--- config.mk ---
export PLATFORM = sky130hd
export DESIGN_NAME = audio_filter_top
export DESIGN_NICKNAME = d
export VERILOG_FILES = /design/src/verilog/audio_filter_pkg.sv /design/src/verilog/coeff_regs.sv /design/src/verilog/mac_unit.sv /design/src/verilog/iir_sequencer.sv /design/src/verilog/audio_filter_top.sv
export VERILOG_INCLUDE_DIRS = /design/src /design/src/verilog
export SDC_FILE = /design/constraint.sdc
export NUM_CORES = 1
export LEC_CHECK = 0
export BUFFER_PORTS_ARGS = -buffer_cell sky130_fd_sc_hd__clkbuf_2
export CORE_UTILIZATION = 35
export DETAILED_ROUTE_END_ITERATION = 10
export REMOVE_ABC_BUFFERS = 1
export SETUP_SLACK_MARGIN = 0.05
export SKIP_CTS_REPAIR_TIMING = 1
export SLEW_MARGIN = 20
export SYNTH_ARGS = -nofsm -noshare
export SYNTH_HDL_FRONTEND = slang
export SYNTH_SLANG_ARGS = --single-unit
--- constraint.sdc ---
create_clock -name AUD_CTRL_CLK -period 21.9 [get_ports AUD_CTRL_CLK]
set_clock_uncertainty 0.05 [all_clocks]
set_input_delay 4.38 -clock AUD_CTRL_CLK [delete_from_list [all_inputs] [get_ports AUD_CTRL_CLK]]
set_output_delay 4.38 -clock AUD_CTRL_CLK [all_outputs]
set_load 0.1 [all_outputs]
--- src/verilog/audio_filter_macros.svh ---
// Audio filter constants
// Word widths, tap counts, Wishbone register map and the power-up
// coefficient set of the fourth-order band-pass (2.16, scaled by 1/4)

`ifndef AUDIO_FILTER_MACROS_SVH
`define AUDIO_FILTER_MACROS_SVH

// ---------------------------------------------------------------------------
// Widths and taps
`define AF_SAMPLE_W   16     // Codec sample
`define AF_DATA_W     18     // Internal 2.16 word
`define AF_FRAC_W     16
`define AF_OUT_SHIFT  2      // Undo the 1/4 coefficient scaling
`define AF_NUM_B      5      // b1..b5
`define AF_NUM_A      4      // a2..a5, a1 implied
`define AF_ADDR_W     4      // Word address

// ---------------------------------------------------------------------------
// Register map
`define AF_REG_B1     4'd0
`define AF_REG_B2     4'd1
`define AF_REG_B3     4'd2
`define AF_REG_B4     4'd3
`define AF_REG_B5     4'd4
`define AF_REG_A2     4'd5
`define AF_REG_A3     4'd6
`define AF_REG_A4     4'd7
`define AF_REG_A5     4'd8
`define AF_REG_CTRL   4'd9   // Bit 0 enables the filter

// Butterworth band-pass 0.1..0.2, feedback signs inverted
`define AF_RST_B1     18'h00149
`define AF_RST_B2     18'h00000
`define AF_RST_B3     18'h3FD6E
`define AF_RST_B4     18'h00000
`define AF_RST_B5     18'h00149
`define AF_RST_A2     18'h0CD98
`define AF_RST_A3     18'h2F54E
`define AF_RST_A4     18'h0A42E
`define AF_RST_A5     18'h3D6F5

`endif

--- src/verilog/audio_filter_pkg.sv ---
// Audio filter shared types
// Sequencer states and the bundles passed between the register
// block, the tap sequencer and the MAC

`default_nettype none

`include "audio_filter_macros.svh"

package audio_filter_pkg;

	// Per-frame sequence, one step per fast clock
	typedef enum logic [2:0] {
		IDLE,                 // Waiting for LR clock edge
		LOAD,                 // b1 * x(n), acc cleared
		FEED,                 // b2..b5 against x history
		BACK,                 // a2..a5 against y history
		UPDATE                // Shift histories, publish
	} seq_state_t;

	// Full coefficient set, 2.16
	typedef struct packed {
		logic signed [`AF_DATA_W-1:0] b1;
		logic signed [`AF_DATA_W-1:0] b2;
		logic signed [`AF_DATA_W-1:0] b3;
		logic signed [`AF_DATA_W-1:0] b4;
		logic signed [`AF_DATA_W-1:0] b5;
		logic signed [`AF_DATA_W-1:0] a2;
		logic signed [`AF_DATA_W-1:0] a3;
		logic signed [`AF_DATA_W-1:0] a4;
		logic signed [`AF_DATA_W-1:0] a5;
	} coeff_set_t;

	// Wishbone classic, host to slave
	typedef struct packed {
		logic                  cyc;
		logic                  stb;
		logic                  we;
		logic [`AF_ADDR_W-1:0] adr;
		logic [31:0]           dat_w;
	} wb_req_t;

	// Wishbone classic, slave to host
	typedef struct packed {
		logic        ack;
		logic [31:0] dat_r;
	} wb_rsp_t;

	// One multiply-accumulate step
	typedef struct packed {
		logic                         clear;   // Start acc from zero
		logic                         valid;
		logic signed [`AF_DATA_W-1:0] coeff;
		logic signed [`AF_DATA_W-1:0] value;
	} mac_op_t;

endpackage

`default_nettype wire

--- src/verilog/coeff_regs.sv ---
// Coefficient register block
// Wishbone classic slave holding the nine filter coefficients and
// the enable bit, single-cycle ack, sign-extended read-back

`timescale 1ns/1ns
`default_nettype none

`include "audio_filter_macros.svh"

module coeff_regs
(
	input	wire logic							AUD_CTRL_CLK,
	input	wire logic							reset,
	input	wire audio_filter_pkg::wb_req_t		wb_req,
	output	audio_filter_pkg::wb_rsp_t			wb_rsp,
	output	audio_filter_pkg::coeff_set_t		coeffs,
	output	logic								enable
);

	logic							access;		// Strobe seen, no ack pending
	logic							ack_q;
	logic	[31:0]					rd_data;	// Muxed by address
	logic	[31:0]					rd_q;
	logic	[`AF_DATA_W-1:0]		wr_coeff;
	audio_filter_pkg::coeff_set_t	coeffs_q;
	logic							enable_q;

	// Coefficient to 32-bit bus word
	function automatic logic [31:0] sext(input logic [`AF_DATA_W-1:0] v);
		return {{(32-`AF_DATA_W){v[`AF_DATA_W-1]}}, v};
	endfunction

	assign access	= wb_req.cyc & wb_req.stb & ~ack_q;
	assign wr_coeff	= wb_req.dat_w[`AF_DATA_W-1:0];		// Low bits only

	// ------------------------------------------------------------------------
	// Bus handshake
	always_ff @(posedge AUD_CTRL_CLK)
	begin
		if (reset)
			ack_q <= 1'b0;
		else
			ack_q <= access;			// High one cycle, drops while cyc held
	end

	always_ff @(posedge AUD_CTRL_CLK)
	begin
		if (access)
			rd_q <= rd_data;			// Held until next access
	end

	assign wb_rsp = '{ack: ack_q, dat_r: rd_q};

	// ------------------------------------------------------------------------
	// Register file
	always_ff @(posedge AUD_CTRL_CLK)
	begin
		if (reset)
		begin
			coeffs_q.b1	<= `AF_RST_B1;
			coeffs_q.b2	<= `AF_RST_B2;
			coeffs_q.b3	<= `AF_RST_B3;
			coeffs_q.b4	<= `AF_RST_B4;
			coeffs_q.b5	<= `AF_RST_B5;
			coeffs_q.a2	<= `AF_RST_A2;
			coeffs_q.a3	<= `AF_RST_A3;
			coeffs_q.a4	<= `AF_RST_A4;
			coeffs_q.a5	<= `AF_RST_A5;
			enable_q	<= 1'b1;		// Filter runs out of reset
		end
		else if (access && wb_req.we)
		begin
			case (wb_req.adr)
				`AF_REG_B1:		coeffs_q.b1 <= wr_coeff;
				`AF_REG_B2:		coeffs_q.b2 <= wr_coeff;
				`AF_REG_B3:		coeffs_q.b3 <= wr_coeff;
				`AF_REG_B4:		coeffs_q.b4 <= wr_coeff;
				`AF_REG_B5:		coeffs_q.b5 <= wr_coeff;
				`AF_REG_A2:		coeffs_q.a2 <= wr_coeff;
				`AF_REG_A3:		coeffs_q.a3 <= wr_coeff;
				`AF_REG_A4:		coeffs_q.a4 <= wr_coeff;
				`AF_REG_A5:		coeffs_q.a5 <= wr_coeff;
				`AF_REG_CTRL:	enable_q <= wb_req.dat_w[0];
				default:		;						// Unmapped, dropped
			endcase
		end
	end

	// Read mux
	always_comb
	begin
		case (wb_req.adr)
			`AF_REG_B1:		rd_data = sext(coeffs_q.b1);
			`AF_REG_B2:		rd_data = sext(coeffs_q.b2);
			`AF_REG_B3:		rd_data = sext(coeffs_q.b3);
			`AF_REG_B4:		rd_data = sext(coeffs_q.b4);
			`AF_REG_B5:		rd_data = sext(coeffs_q.b5);
			`AF_REG_A2:		rd_data = sext(coeffs_q.a2);
			`AF_REG_A3:		rd_data = sext(coeffs_q.a3);
			`AF_REG_A4:		rd_data = sext(coeffs_q.a4);
			`AF_REG_A5:		rd_data = sext(coeffs_q.a5);
			`AF_REG_CTRL:	rd_data = {31'd0, enable_q};
			default:		rd_data = 32'd0;
		endcase
	end

	assign coeffs = coeffs_q;
	assign enable = enable_q;

endmodule

`default_nettype wire

--- src/verilog/mac_unit.sv ---
// Shared multiply-accumulate
// 2.16 signed product, truncated to 18 bits, summed into a wrapping
// accumulator; output is the accumulator times four

`timescale 1ns/1ns
`default_nettype none

`include "audio_filter_macros.svh"

module mac_unit
(
	input	wire logic							AUD_CTRL_CLK,
	input	wire logic							reset,
	input	wire audio_filter_pkg::mac_op_t		mac_op,
	output	logic signed [`AF_DATA_W-1:0]		acc_scaled
);

	localparam int PROD_W	= 2 * `AF_DATA_W;
	localparam int PROD_TOP	= `AF_FRAC_W + `AF_DATA_W - 2;	// Highest kept magnitude bit

	logic signed	[PROD_W-1:0]		product;
	logic signed	[`AF_DATA_W-1:0]	prod_trunc;
	logic signed	[`AF_DATA_W-1:0]	acc_base;
	logic signed	[`AF_DATA_W-1:0]	acc;

	// ------------------------------------------------------------------------
	// Product
	assign product = $signed(mac_op.coeff) * $signed(mac_op.value);

	// Sign, then integer bit and fraction; fraction tail dropped
	assign prod_trunc = {product[PROD_W-1], product[PROD_TOP -: `AF_DATA_W-1]};

	// ------------------------------------------------------------------------
	// Accumulator
	assign acc_base = mac_op.clear ? '0 : acc;		// First tap of a frame

	always_ff @(posedge AUD_CTRL_CLK)
	begin
		if (reset)
			acc <= '0;
		else if (mac_op.valid)
			acc <= acc_base + prod_trunc;			// 18-bit wrap, no saturation
	end

	// Coefficients were scaled by 1/4
	assign acc_scaled = acc <<< `AF_OUT_SHIFT;

endmodule

`default_nettype wire

--- src/verilog/iir_sequencer.sv ---
// IIR tap sequencer
// Catches the LR clock rising edge, then walks b1..b5 and a2..a5
// through the shared MAC, keeps the x and y histories and publishes
// the filtered and dry samples once per frame

`timescale 1ns/1ns
`default_nettype none

`include "audio_filter_macros.svh"

module iir_sequencer
(
	input	wire logic							AUD_CTRL_CLK,
	input	wire logic							reset,
	input	wire logic							lrck,
	input	wire logic signed [`AF_SAMPLE_W-1:0]	audio_in,
	input	wire audio_filter_pkg::coeff_set_t	coeffs,
	input	wire logic							enable,
	output	audio_filter_pkg::mac_op_t			mac_op,
	input	wire logic signed [`AF_DATA_W-1:0]	acc_scaled,
	output	logic signed [`AF_SAMPLE_W-1:0]		filt_out,
	output	logic signed [`AF_SAMPLE_W-1:0]		dry_out,
	output	logic								out_valid
);

	localparam int PAD_W	= `AF_DATA_W - `AF_SAMPLE_W;	// Sample to 2.16
	localparam int TAP_W	= $clog2(`AF_NUM_A);

	audio_filter_pkg::seq_state_t	state;
	logic	[TAP_W-1:0]				tap;			// Step within FEED or BACK
	logic							lrck_meta;
	logic							lrck_sync;
	logic							lrck_prev;		// Edge register
	logic							lrck_rise;
	logic signed	[`AF_DATA_W-1:0]	x_in;
	logic signed	[`AF_DATA_W-1:0]	x_n;			// Frame input, 2.16
	logic signed	[`AF_DATA_W-1:0]	x_hist [1:`AF_NUM_B-1];	// x(n-1)..x(n-4)
	logic signed	[`AF_DATA_W-1:0]	y_hist [1:`AF_NUM_A];	// y(n-1)..y(n-4)

	assign x_in = {audio_in, {PAD_W{1'b0}}};

	// ------------------------------------------------------------------------
	// Frame start, seen three cycles after lrck rises
	always_ff @(posedge AUD_CTRL_CLK)
	begin
		if (reset)
		begin
			lrck_meta	<= 1'b0;
			lrck_sync	<= 1'b0;
			lrck_prev	<= 1'b0;
			lrck_rise	<= 1'b0;
		end
		else
		begin
			lrck_meta	<= lrck;
			lrck_sync	<= lrck_meta;
			lrck_prev	<= lrck_sync;
			lrck_rise	<= lrck_sync & ~lrck_prev;
		end
	end

	// ------------------------------------------------------------------------
	// Tap-stepping FSM
	always_ff @(posedge AUD_CTRL_CLK)
	begin
		if (reset)
		begin
			state	<= audio_filter_pkg::IDLE;
			tap		<= '0;
		end
		else
		begin
			case (state)
				audio_filter_pkg::IDLE:
				begin
					if (lrck_rise && enable)		// Edges elsewhere are dropped
						state <= audio_filter_pkg::LOAD;
				end
				audio_filter_pkg::LOAD:
				begin
					tap		<= '0;
					state	<= audio_filter_pkg::FEED;
				end
				audio_filter_pkg::FEED:
				begin
					if (tap == TAP_W'(`AF_NUM_B - 2))
					begin
						tap		<= '0;
						state	<= audio_filter_pkg::BACK;
					end
					else
						tap <= tap + 1'b1;
				end
				audio_filter_pkg::BACK:
				begin
					if (tap == TAP_W'(`AF_NUM_A - 1))
						state <= audio_filter_pkg::UPDATE;
					else
						tap <= tap + 1'b1;
				end
				default:
					state <= audio_filter_pkg::IDLE;		// UPDATE and strays
			endcase
		end
	end

	// ------------------------------------------------------------------------
	// MAC step selection
	always_comb
	begin
		mac_op.clear	= (state == audio_filter_pkg::LOAD);
		mac_op.valid	= (state == audio_filter_pkg::LOAD) ||
						  (state == audio_filter_pkg::FEED) ||
						  (state == audio_filter_pkg::BACK);
		mac_op.coeff	= '0;
		mac_op.value	= '0;
		case (state)
			audio_filter_pkg::LOAD:
			begin
				mac_op.coeff = coeffs.b1;
				mac_op.value = x_in;					// Live sample, x(n)
			end
			audio_filter_pkg::FEED:
			begin
				mac_op.value = x_hist[int'(tap) + 1];
				case (tap)
					2'd0:		mac_op.coeff = coeffs.b2;
					2'd1:		mac_op.coeff = coeffs.b3;
					2'd2:		mac_op.coeff = coeffs.b4;
					default:	mac_op.coeff = coeffs.b5;
				endcase
			end
			audio_filter_pkg::BACK:
			begin
				mac_op.value = y_hist[int'(tap) + 1];	// Signs already inverted
				case (tap)
					2'd0:		mac_op.coeff = coeffs.a2;
					2'd1:		mac_op.coeff = coeffs.a3;
					2'd2:		mac_op.coeff = coeffs.a4;
					default:	mac_op.coeff = coeffs.a5;
				endcase
			end
			default:	;
		endcase
	end

	// ------------------------------------------------------------------------
	// Histories and outputs
	always_ff @(posedge AUD_CTRL_CLK)
	begin
		if (state == audio_filter_pkg::LOAD)
			x_n <= x_in;								// Also the dry sample
	end

	always_ff @(posedge AUD_CTRL_CLK)
	begin
		if (reset)
		begin
			for (int i = 1; i <= `AF_NUM_B - 1; i++)
				x_hist[i] <= '0;
			for (int i = 1; i <= `AF_NUM_A; i++)
				y_hist[i] <= '0;
			filt_out	<= '0;
			dry_out		<= '0;
			out_valid	<= 1'b0;
		end
		else
		begin
			out_valid <= (state == audio_filter_pkg::UPDATE);	// Cycle after UPDATE
			if (state == audio_filter_pkg::UPDATE)
			begin
				x_hist[1] <= x_n;
				for (int i = 2; i <= `AF_NUM_B - 1; i++)
					x_hist[i] <= x_hist[i-1];
				y_hist[1] <= acc_scaled;				// y(n) becomes y(n-1)
				for (int i = 2; i <= `AF_NUM_A; i++)
					y_hist[i] <= y_hist[i-1];
				filt_out	<= acc_scaled[`AF_DATA_W-1 -: `AF_SAMPLE_W];
				dry_out		<= x_n[`AF_DATA_W-1 -: `AF_SAMPLE_W];
			end
		end
	end

endmodule

`default_nettype wire

--- src/verilog/audio_filter_top.sv ---
// Audio filter top level
// Wishbone coefficient registers, tap sequencer and the shared MAC
// for the fourth-order band-pass on the right channel

`timescale 1ns/1ns
`default_nettype none

`include "audio_filter_macros.svh"

module audio_filter_top
(
	input	wire logic							AUD_CTRL_CLK,
	input	wire logic							reset,
	input	wire audio_filter_pkg::wb_req_t		wb_req,
	output	audio_filter_pkg::wb_rsp_t			wb_rsp,
	input	wire logic							lrck,		// DAC LR clock
	input	wire logic signed [`AF_SAMPLE_W-1:0]	audio_in,
	output	logic signed [`AF_SAMPLE_W-1:0]		filt_out,
	output	logic signed [`AF_SAMPLE_W-1:0]		dry_out,
	output	logic								out_valid
);

	audio_filter_pkg::coeff_set_t		coeffs;
	logic								enable;
	audio_filter_pkg::mac_op_t			mac_op;		// One step per cycle
	logic signed	[`AF_DATA_W-1:0]	acc_scaled;

	// ------------------------------------------------------------------------
	coeff_regs i_coeff_regs (
		.AUD_CTRL_CLK	(AUD_CTRL_CLK),
		.reset			(reset),
		.wb_req			(wb_req),
		.wb_rsp			(wb_rsp),
		.coeffs			(coeffs),
		.enable			(enable)
	);

	iir_sequencer i_iir_sequencer (
		.AUD_CTRL_CLK	(AUD_CTRL_CLK),
		.reset			(reset),
		.lrck			(lrck),
		.audio_in		(audio_in),
		.coeffs			(coeffs),
		.enable			(enable),
		.mac_op			(mac_op),
		.acc_scaled		(acc_scaled),
		.filt_out		(filt_out),
		.dry_out		(dry_out),
		.out_valid		(out_valid)
	);

	mac_unit i_mac_unit (
		.AUD_CTRL_CLK	(AUD_CTRL_CLK),
		.reset			(reset),
		.mac_op			(mac_op),
		.acc_scaled		(acc_scaled)
	);

endmodule

`default_nettype wire

* After elaboration in Yosys (flattened, before gate mapping) *
Memory sizes are Yosys's and may differ from the RTL's.
Cells that the tools add are included.

word-level totals
  bits in registers = 272
  memories = 2
  memory bits (writable) = 144
  bits of input ports = 58
  logic and storage cells = 107
  output and inout bits = 66

operators by class
  bitwise gates (word level) = 13
  add/sub/neg operators = 3
  equality and inequality tests = 20
  mux-type cells = 25
  reduce and logical (&&, ||, !) cells = 20
  multipliers = 1

memories
  name                    words  bits a word  rd ports  clocked after memory_dff  write ports  RTL line             RTL
  i_iir_sequencer.x_hist  4      18           4         0                         4            iir_sequencer.sv:37  logic signed [`AF_DATA_W-1:0] x_hist [1:`AF_NUM_B-1];
  i_iir_sequencer.y_hist  4      18           4         0                         4            iir_sequencer.sv:38  logic signed [`AF_DATA_W-1:0] y_hist [1:`AF_NUM_A];

operators by type and width
  kind                                                              count
  32-bit case mux with 10 select lines                              1
  18-bit 2-to-1 mux                                                 9
  18-bit case mux with 3 select lines                               2
  36-bit case mux with 3 select lines                               1
  18-bit by 18-bit multiplier with 36-bit output                    1
  2-bit AND reduction                                               11
  18-bit adder                                                      1
  4-bit by 3-bit == test with 1-bit output (second input constant)  4
  3-bit case mux with 4 select lines                                1
  3-bit 2-to-1 mux                                                  3
  4-bit by 2-bit == test with 1-bit output (second input constant)  2
  4-bit == test (second input constant)                             2
  1-bit bitwise OR                                                  8
  3-bit by 2-bit == test with 1-bit output (second input constant)  2
  2-bit by 1-bit != test with 1-bit output (second input constant)  3
  2-bit case mux with 3 select lines                                1
  1-bit 2-to-1 mux                                                  5
  2-bit == test (second input constant)                             2
  4-bit by 1-bit == test with 1-bit output (second input constant)  1
  4-bit logical NOT                                                 1
  2-bit 2-to-1 mux                                                  2
  2-bit by 1-bit adder with 3-bit output (second input constant)    1
  1-bit AND                                                         3
  3-bit by 1-bit == test with 1-bit output (second input constant)  1
  other kinds (11)                                                  14

* Depth between registers and ports, before layout *
  depth after elaboration = 5
  mapped depth = 50
  depth with buffers taken out = 42

* By module *
A second synthesis with hierarchy kept.

second synthesis, totals
  cells, all modules = 3017
  area, all modules = 28930.2 um^2

by module, submodules not included
  module         cells each  sequential area each (um^2)  times used  area an instance (um^2)
  mac_unit       1328        320.3                        1           12055.3
  iir_sequencer  772         5405.2                       1           9096.2
  coeff_regs     917         3823.7                       1           7778.7

* Worst setup path before layout *
No wires, ideal clock.

  kind = input to register
  start = input port audio_in[4]
  end = register i_mac_unit.acc[14]
  arrival = 12.187 ns
  setup time = 0.058 ns
  slack = 9.605 ns
  path buffers = 1
  data required time = 21.792 ns
  stages on the path = 35
  cell sequence = nor2_1 a21oi_1 a21oi_1 clkbuf_1 nor2_1 fa_1 inv_1 fa_1 inv_1 fa_1 fa_1 fa_1 inv_1 fa_1 inv_1 ha_1 a211oi_1 o211ai_1 a211oi_1 nand2_1 a21oi_1 xnor2_1 ha_1 fa_1 a21o_1 a21oi_1 o21bai_1 a21oi_1 nor2b_1 o21a_1 o31a_1 o41ai_1 o21ai_0 nor4b_1 a211o_1

between the ends
  longest elaborated chain between the ends = 3

ends and longest elaborated chain
  item                                            RTL line                RTL
  start, declared                                 audio_filter_top.sv:17  input wire logic signed [`AF_SAMPLE_W-1:0] audio_in,
  36-bit case mux with 3 select lines             iir_sequencer.sv:117    case (state)
  18-bit by 18-bit multiplier with 36-bit output  mac_unit.sv:28          assign product = $signed(mac_op.coeff) * $signed(mac_op.value);
  18-bit adder                                    mac_unit.sv:42          acc <= acc_base + prod_trunc;
  end signal, assigned                            mac_unit.sv:42
  end, declared                                   mac_unit.sv:24          logic signed [`AF_DATA_W-1:0] acc;

Every way passes these cells.
A chain may end at the register's enable or synchronous reset.

* Worst setup path after layout *
  start = input port audio_in[2]
  end = register i_mac_unit.acc[15]

The elaborated chain is that of the path after synthesis.

==> summary.txt <==
Run status
  – Status: finished, final reports clean

Global routing
  – Busiest layer in global routing: met2
  – Met3 usage: 3.16%
  – Largest net degree at the start of global routing: 101
  – GRT met2 Usage: 33.0%
  – Wire length of the first global-routing pass: 122000 um
  – Antenna violations before repair: 2
  – Grt ovf: 0
  – Vias in the first global route: 21000
  – All-Layer GR Usage: 20.0%
  – GR met1 Demand/Resource: 27.3%

Timing
  – Slew margin rel.: 23.7%
  – Max-slew violations: 0
  – Unrepaired setup endpoints after global routing: no
  – TNS Setup: 0 ns
  – Hold_ws: 0.336 ns
  – Final setup viols: 0
  – Worst Tran Pin Value: 1.14 ns
  – Final hold vios: 0
  – Ratio of final minimum period to clock period: 57.3%
  – Min Clock Period, post-route: 12.55 ns
  – Fmax: 79.7 MHz

Critical path
  – Crit path kind: in -> reg
  – Crit path buffers/inverters: 6
  – CP Data Arrival Time: 13.00 ns
  – CP max FO: 14
  – Worst EP required: 22.35 ns
  – Critical Path End Type: register
  – Slowest cell on crit path: o41ai_1
  – Crit-path max cell delay: 0.69 ns
  – Worst setup SP type: input port
  – CP delay by family, top: compound AO/OA/AOI/OAI gates
  – CP dominant cell by count: fa_1

Floorplanning
  – Die height: 281 um
  – Die W: 281 um
  – # rows: 101
  – Core area: 76300 sq um
  – Starting density of the core: 35.6%
  – Die area: 78700 sq um
  – Io pins: 124

Detailed routing
  – 1st-iter DRT viols: 2107
  – Vias after detailed routing: 20900
  – Vias/cell: 5.22
  – Antenna Nets Post-Route: 0
  – Wirelength per Cell: 19.3 um
  – First-pass iteration count of the detailed router: 8
  – Total Wirelength: 77500 um
  – DRC Markers: 0

Synthesis
  – Synthesized flop and latch total: 384
  – Cell variety after synth: 69
  – Post-Syn Area: 27200 sq um
  – Post-synth EDFFs: 162
  – Most frequent cell after synthesis: nand2_1
  – Async set-reset flop share out of synthesis: 0%
  – Synth Warn #: 0
  – Post-synth top flop: dfxtp_1
  – Register area share after synthesis: 34.3%
  – Cell taking the most area after synthesis: fa_1
  – Mean post-synth cell area: 9.25 sq um
  – Post-Synthesis Cells: 2936
  – Yosys top cell area share: 18.9%
  – Commonest cells in the netlist: nand2_1, inv_1, fa_1
  – Area contributors post-synth: fa_1, edfxtp_1, dfxtp_1, nand2_1, ha_1

Power
  – Power density cells: 53.4 nW/um^2
  – Leak: 0.0127 uW
  – Worst vdd ir: 0.0514 mV

Placement
  – Final GP Congestion: 0.870
  – Dpl hpwl: 52700 um
  – Port Buffer Count: 109

Clocking
  – CTS Sinks: 384
  – Root Buffer: clkbuf_16
  – Worst skew pair latency: 0.60 ns
  – CTS tree: yes
  – CTS clk-pin slew, worst paths: 0.06 ns
  – CTS buffer count: 44
  – Largest buffer count on any clock path: 3
  – H-tree depth: 2

Layout
  – NumNets Final: 3374
  – # fillers: 7733
  – Area Overhead vs Synth: 10.9%
  – Multi-input gate area: 16000 sq um
  – Register area: 9310 sq um
  – Share of cells above drive strength 1: 8.93%

Run
  – # Max-Cap Violations: 0

Hold path
  – Hold crit path type: reg -> reg
## worst reg2reg max path, delay by kind of cell (launching register included)
family,cells,cell delay [ns]
and+or+nand+nor,3,0.36
buffers and inverters,6,1.43
adders and majority gates,9,4.23
xor gates and xnor gates,1,0.17
DFF,1,0.31
muxes,1,0.40
AOI/OAI and AO/OA,17,4.41
## cells by family after synthesis
kind of cell / count (synthesis) / share of synthesized area [%]
and+or+nand+nor: 1085 / 18.4
adders and majority gates: 374 / 24.3
AOI/OAI and AO/OA: 485 / 12.3
buffers and inverters: 510 / 7.39
xor gates and xnor gates: 46 / 1.48
muxes: 52 / 1.94
DFF: 384 / 34.3
## routing by layer
| metal | vias up | routed length [um] |
|---|---|---|
| met5 | - | 0 |
| met4 | 0 | 1490 |
| met3 | 97 | 5940 |
| met2 | 748 | 36400 |
| met1 | 10400 | 33700 |
| li1 | 9727 | - |
## per-stage QoR
step | std cells | cell area [sq um] | util [%] | setup slack, ns | total power (uW)
finish | 4010 | 30100 | 39.5 | 9.35 | 1610
floorplan | 2740 | 26300 | - | 8.09 | 842
CTS | 4007 | 30100 | 39.4 | 9.34 | 1620
detailed placement | 3925 | 28600 | 37.5 | 8.76 | 886
global route | 4009 | 30100 | 39.5 | 8.76 | 1650
global placement | 3924 | 28600 | 37.5 | 8.76 | 885
## registers in the layout (all words and copies together) (netlist names), 2 cells and up
signal	flops
i_iir_sequencer.filt_out	16
i_iir_sequencer.x_hist	64
i_coeff_regs.coeffs	162
i_iir_sequencer.tap	2
i_mac_unit.acc	16
i_iir_sequencer.y_hist	64
i_iir_sequencer.dry_out	16
i_iir_sequencer.x_n	16
i_coeff_regs.rd_q	18
i_iir_sequencer.state	3
## placed cells by master, fill, tap and decap left out, drive strengths merged, types with 7 or more instances in the layout
master  instances
a211oi         30
a21o           42
a21oi         181
a221o          10
a221oi         15
a222oi         41
a22oi          42
and2          143
and3            7
buf            48
clkbuf        166
clkinv         18
dfxtp         222
edfxtp        162
fa            256
ha            118
inv           317
mux2i          48
nand2         513
nand2b         34
nand3          23
nand3b         64
nor2          235
nor2b          28
nor3           23
o21a            7
o21ai          38
o221ai          7
o22a           15
o22ai          19
xnor2          39
xor2            7
## path summary, 6_finish.rpt
kind	cells after the start	start	endpoint	slack (ns)
hold / removal	1	i_iir_sequencer.lrck_prev	i_iir_sequencer.lrck_rise	0.34
setup reg to reg	37	i_iir_sequencer.tap[0]	i_mac_unit.acc[15]	10.48
hold reg to reg	1	i_iir_sequencer.lrck_prev	i_iir_sequencer.lrck_rise	0.34
setup / recovery	35	audio_in[2]	i_mac_unit.acc[15]	9.35
## final cells by class
cell class                 count  share of cell area [%]
inverter                     314                    3.92
clock inverter                24                   0.644
sequential                   384                    30.9
multi-input combinational   2042                    53.0
clock buffer                  58                    4.13
antenna                        2                  0.0166
timing repair buffer         156                    3.05
tap                         1030                    4.28
## power by group
part           internal [uW]  switching [uW]
logic                   26.8            80.6
clock network            417             320
registers                758            6.52
total                   1200             407
(Power assumes the default switching activity.)
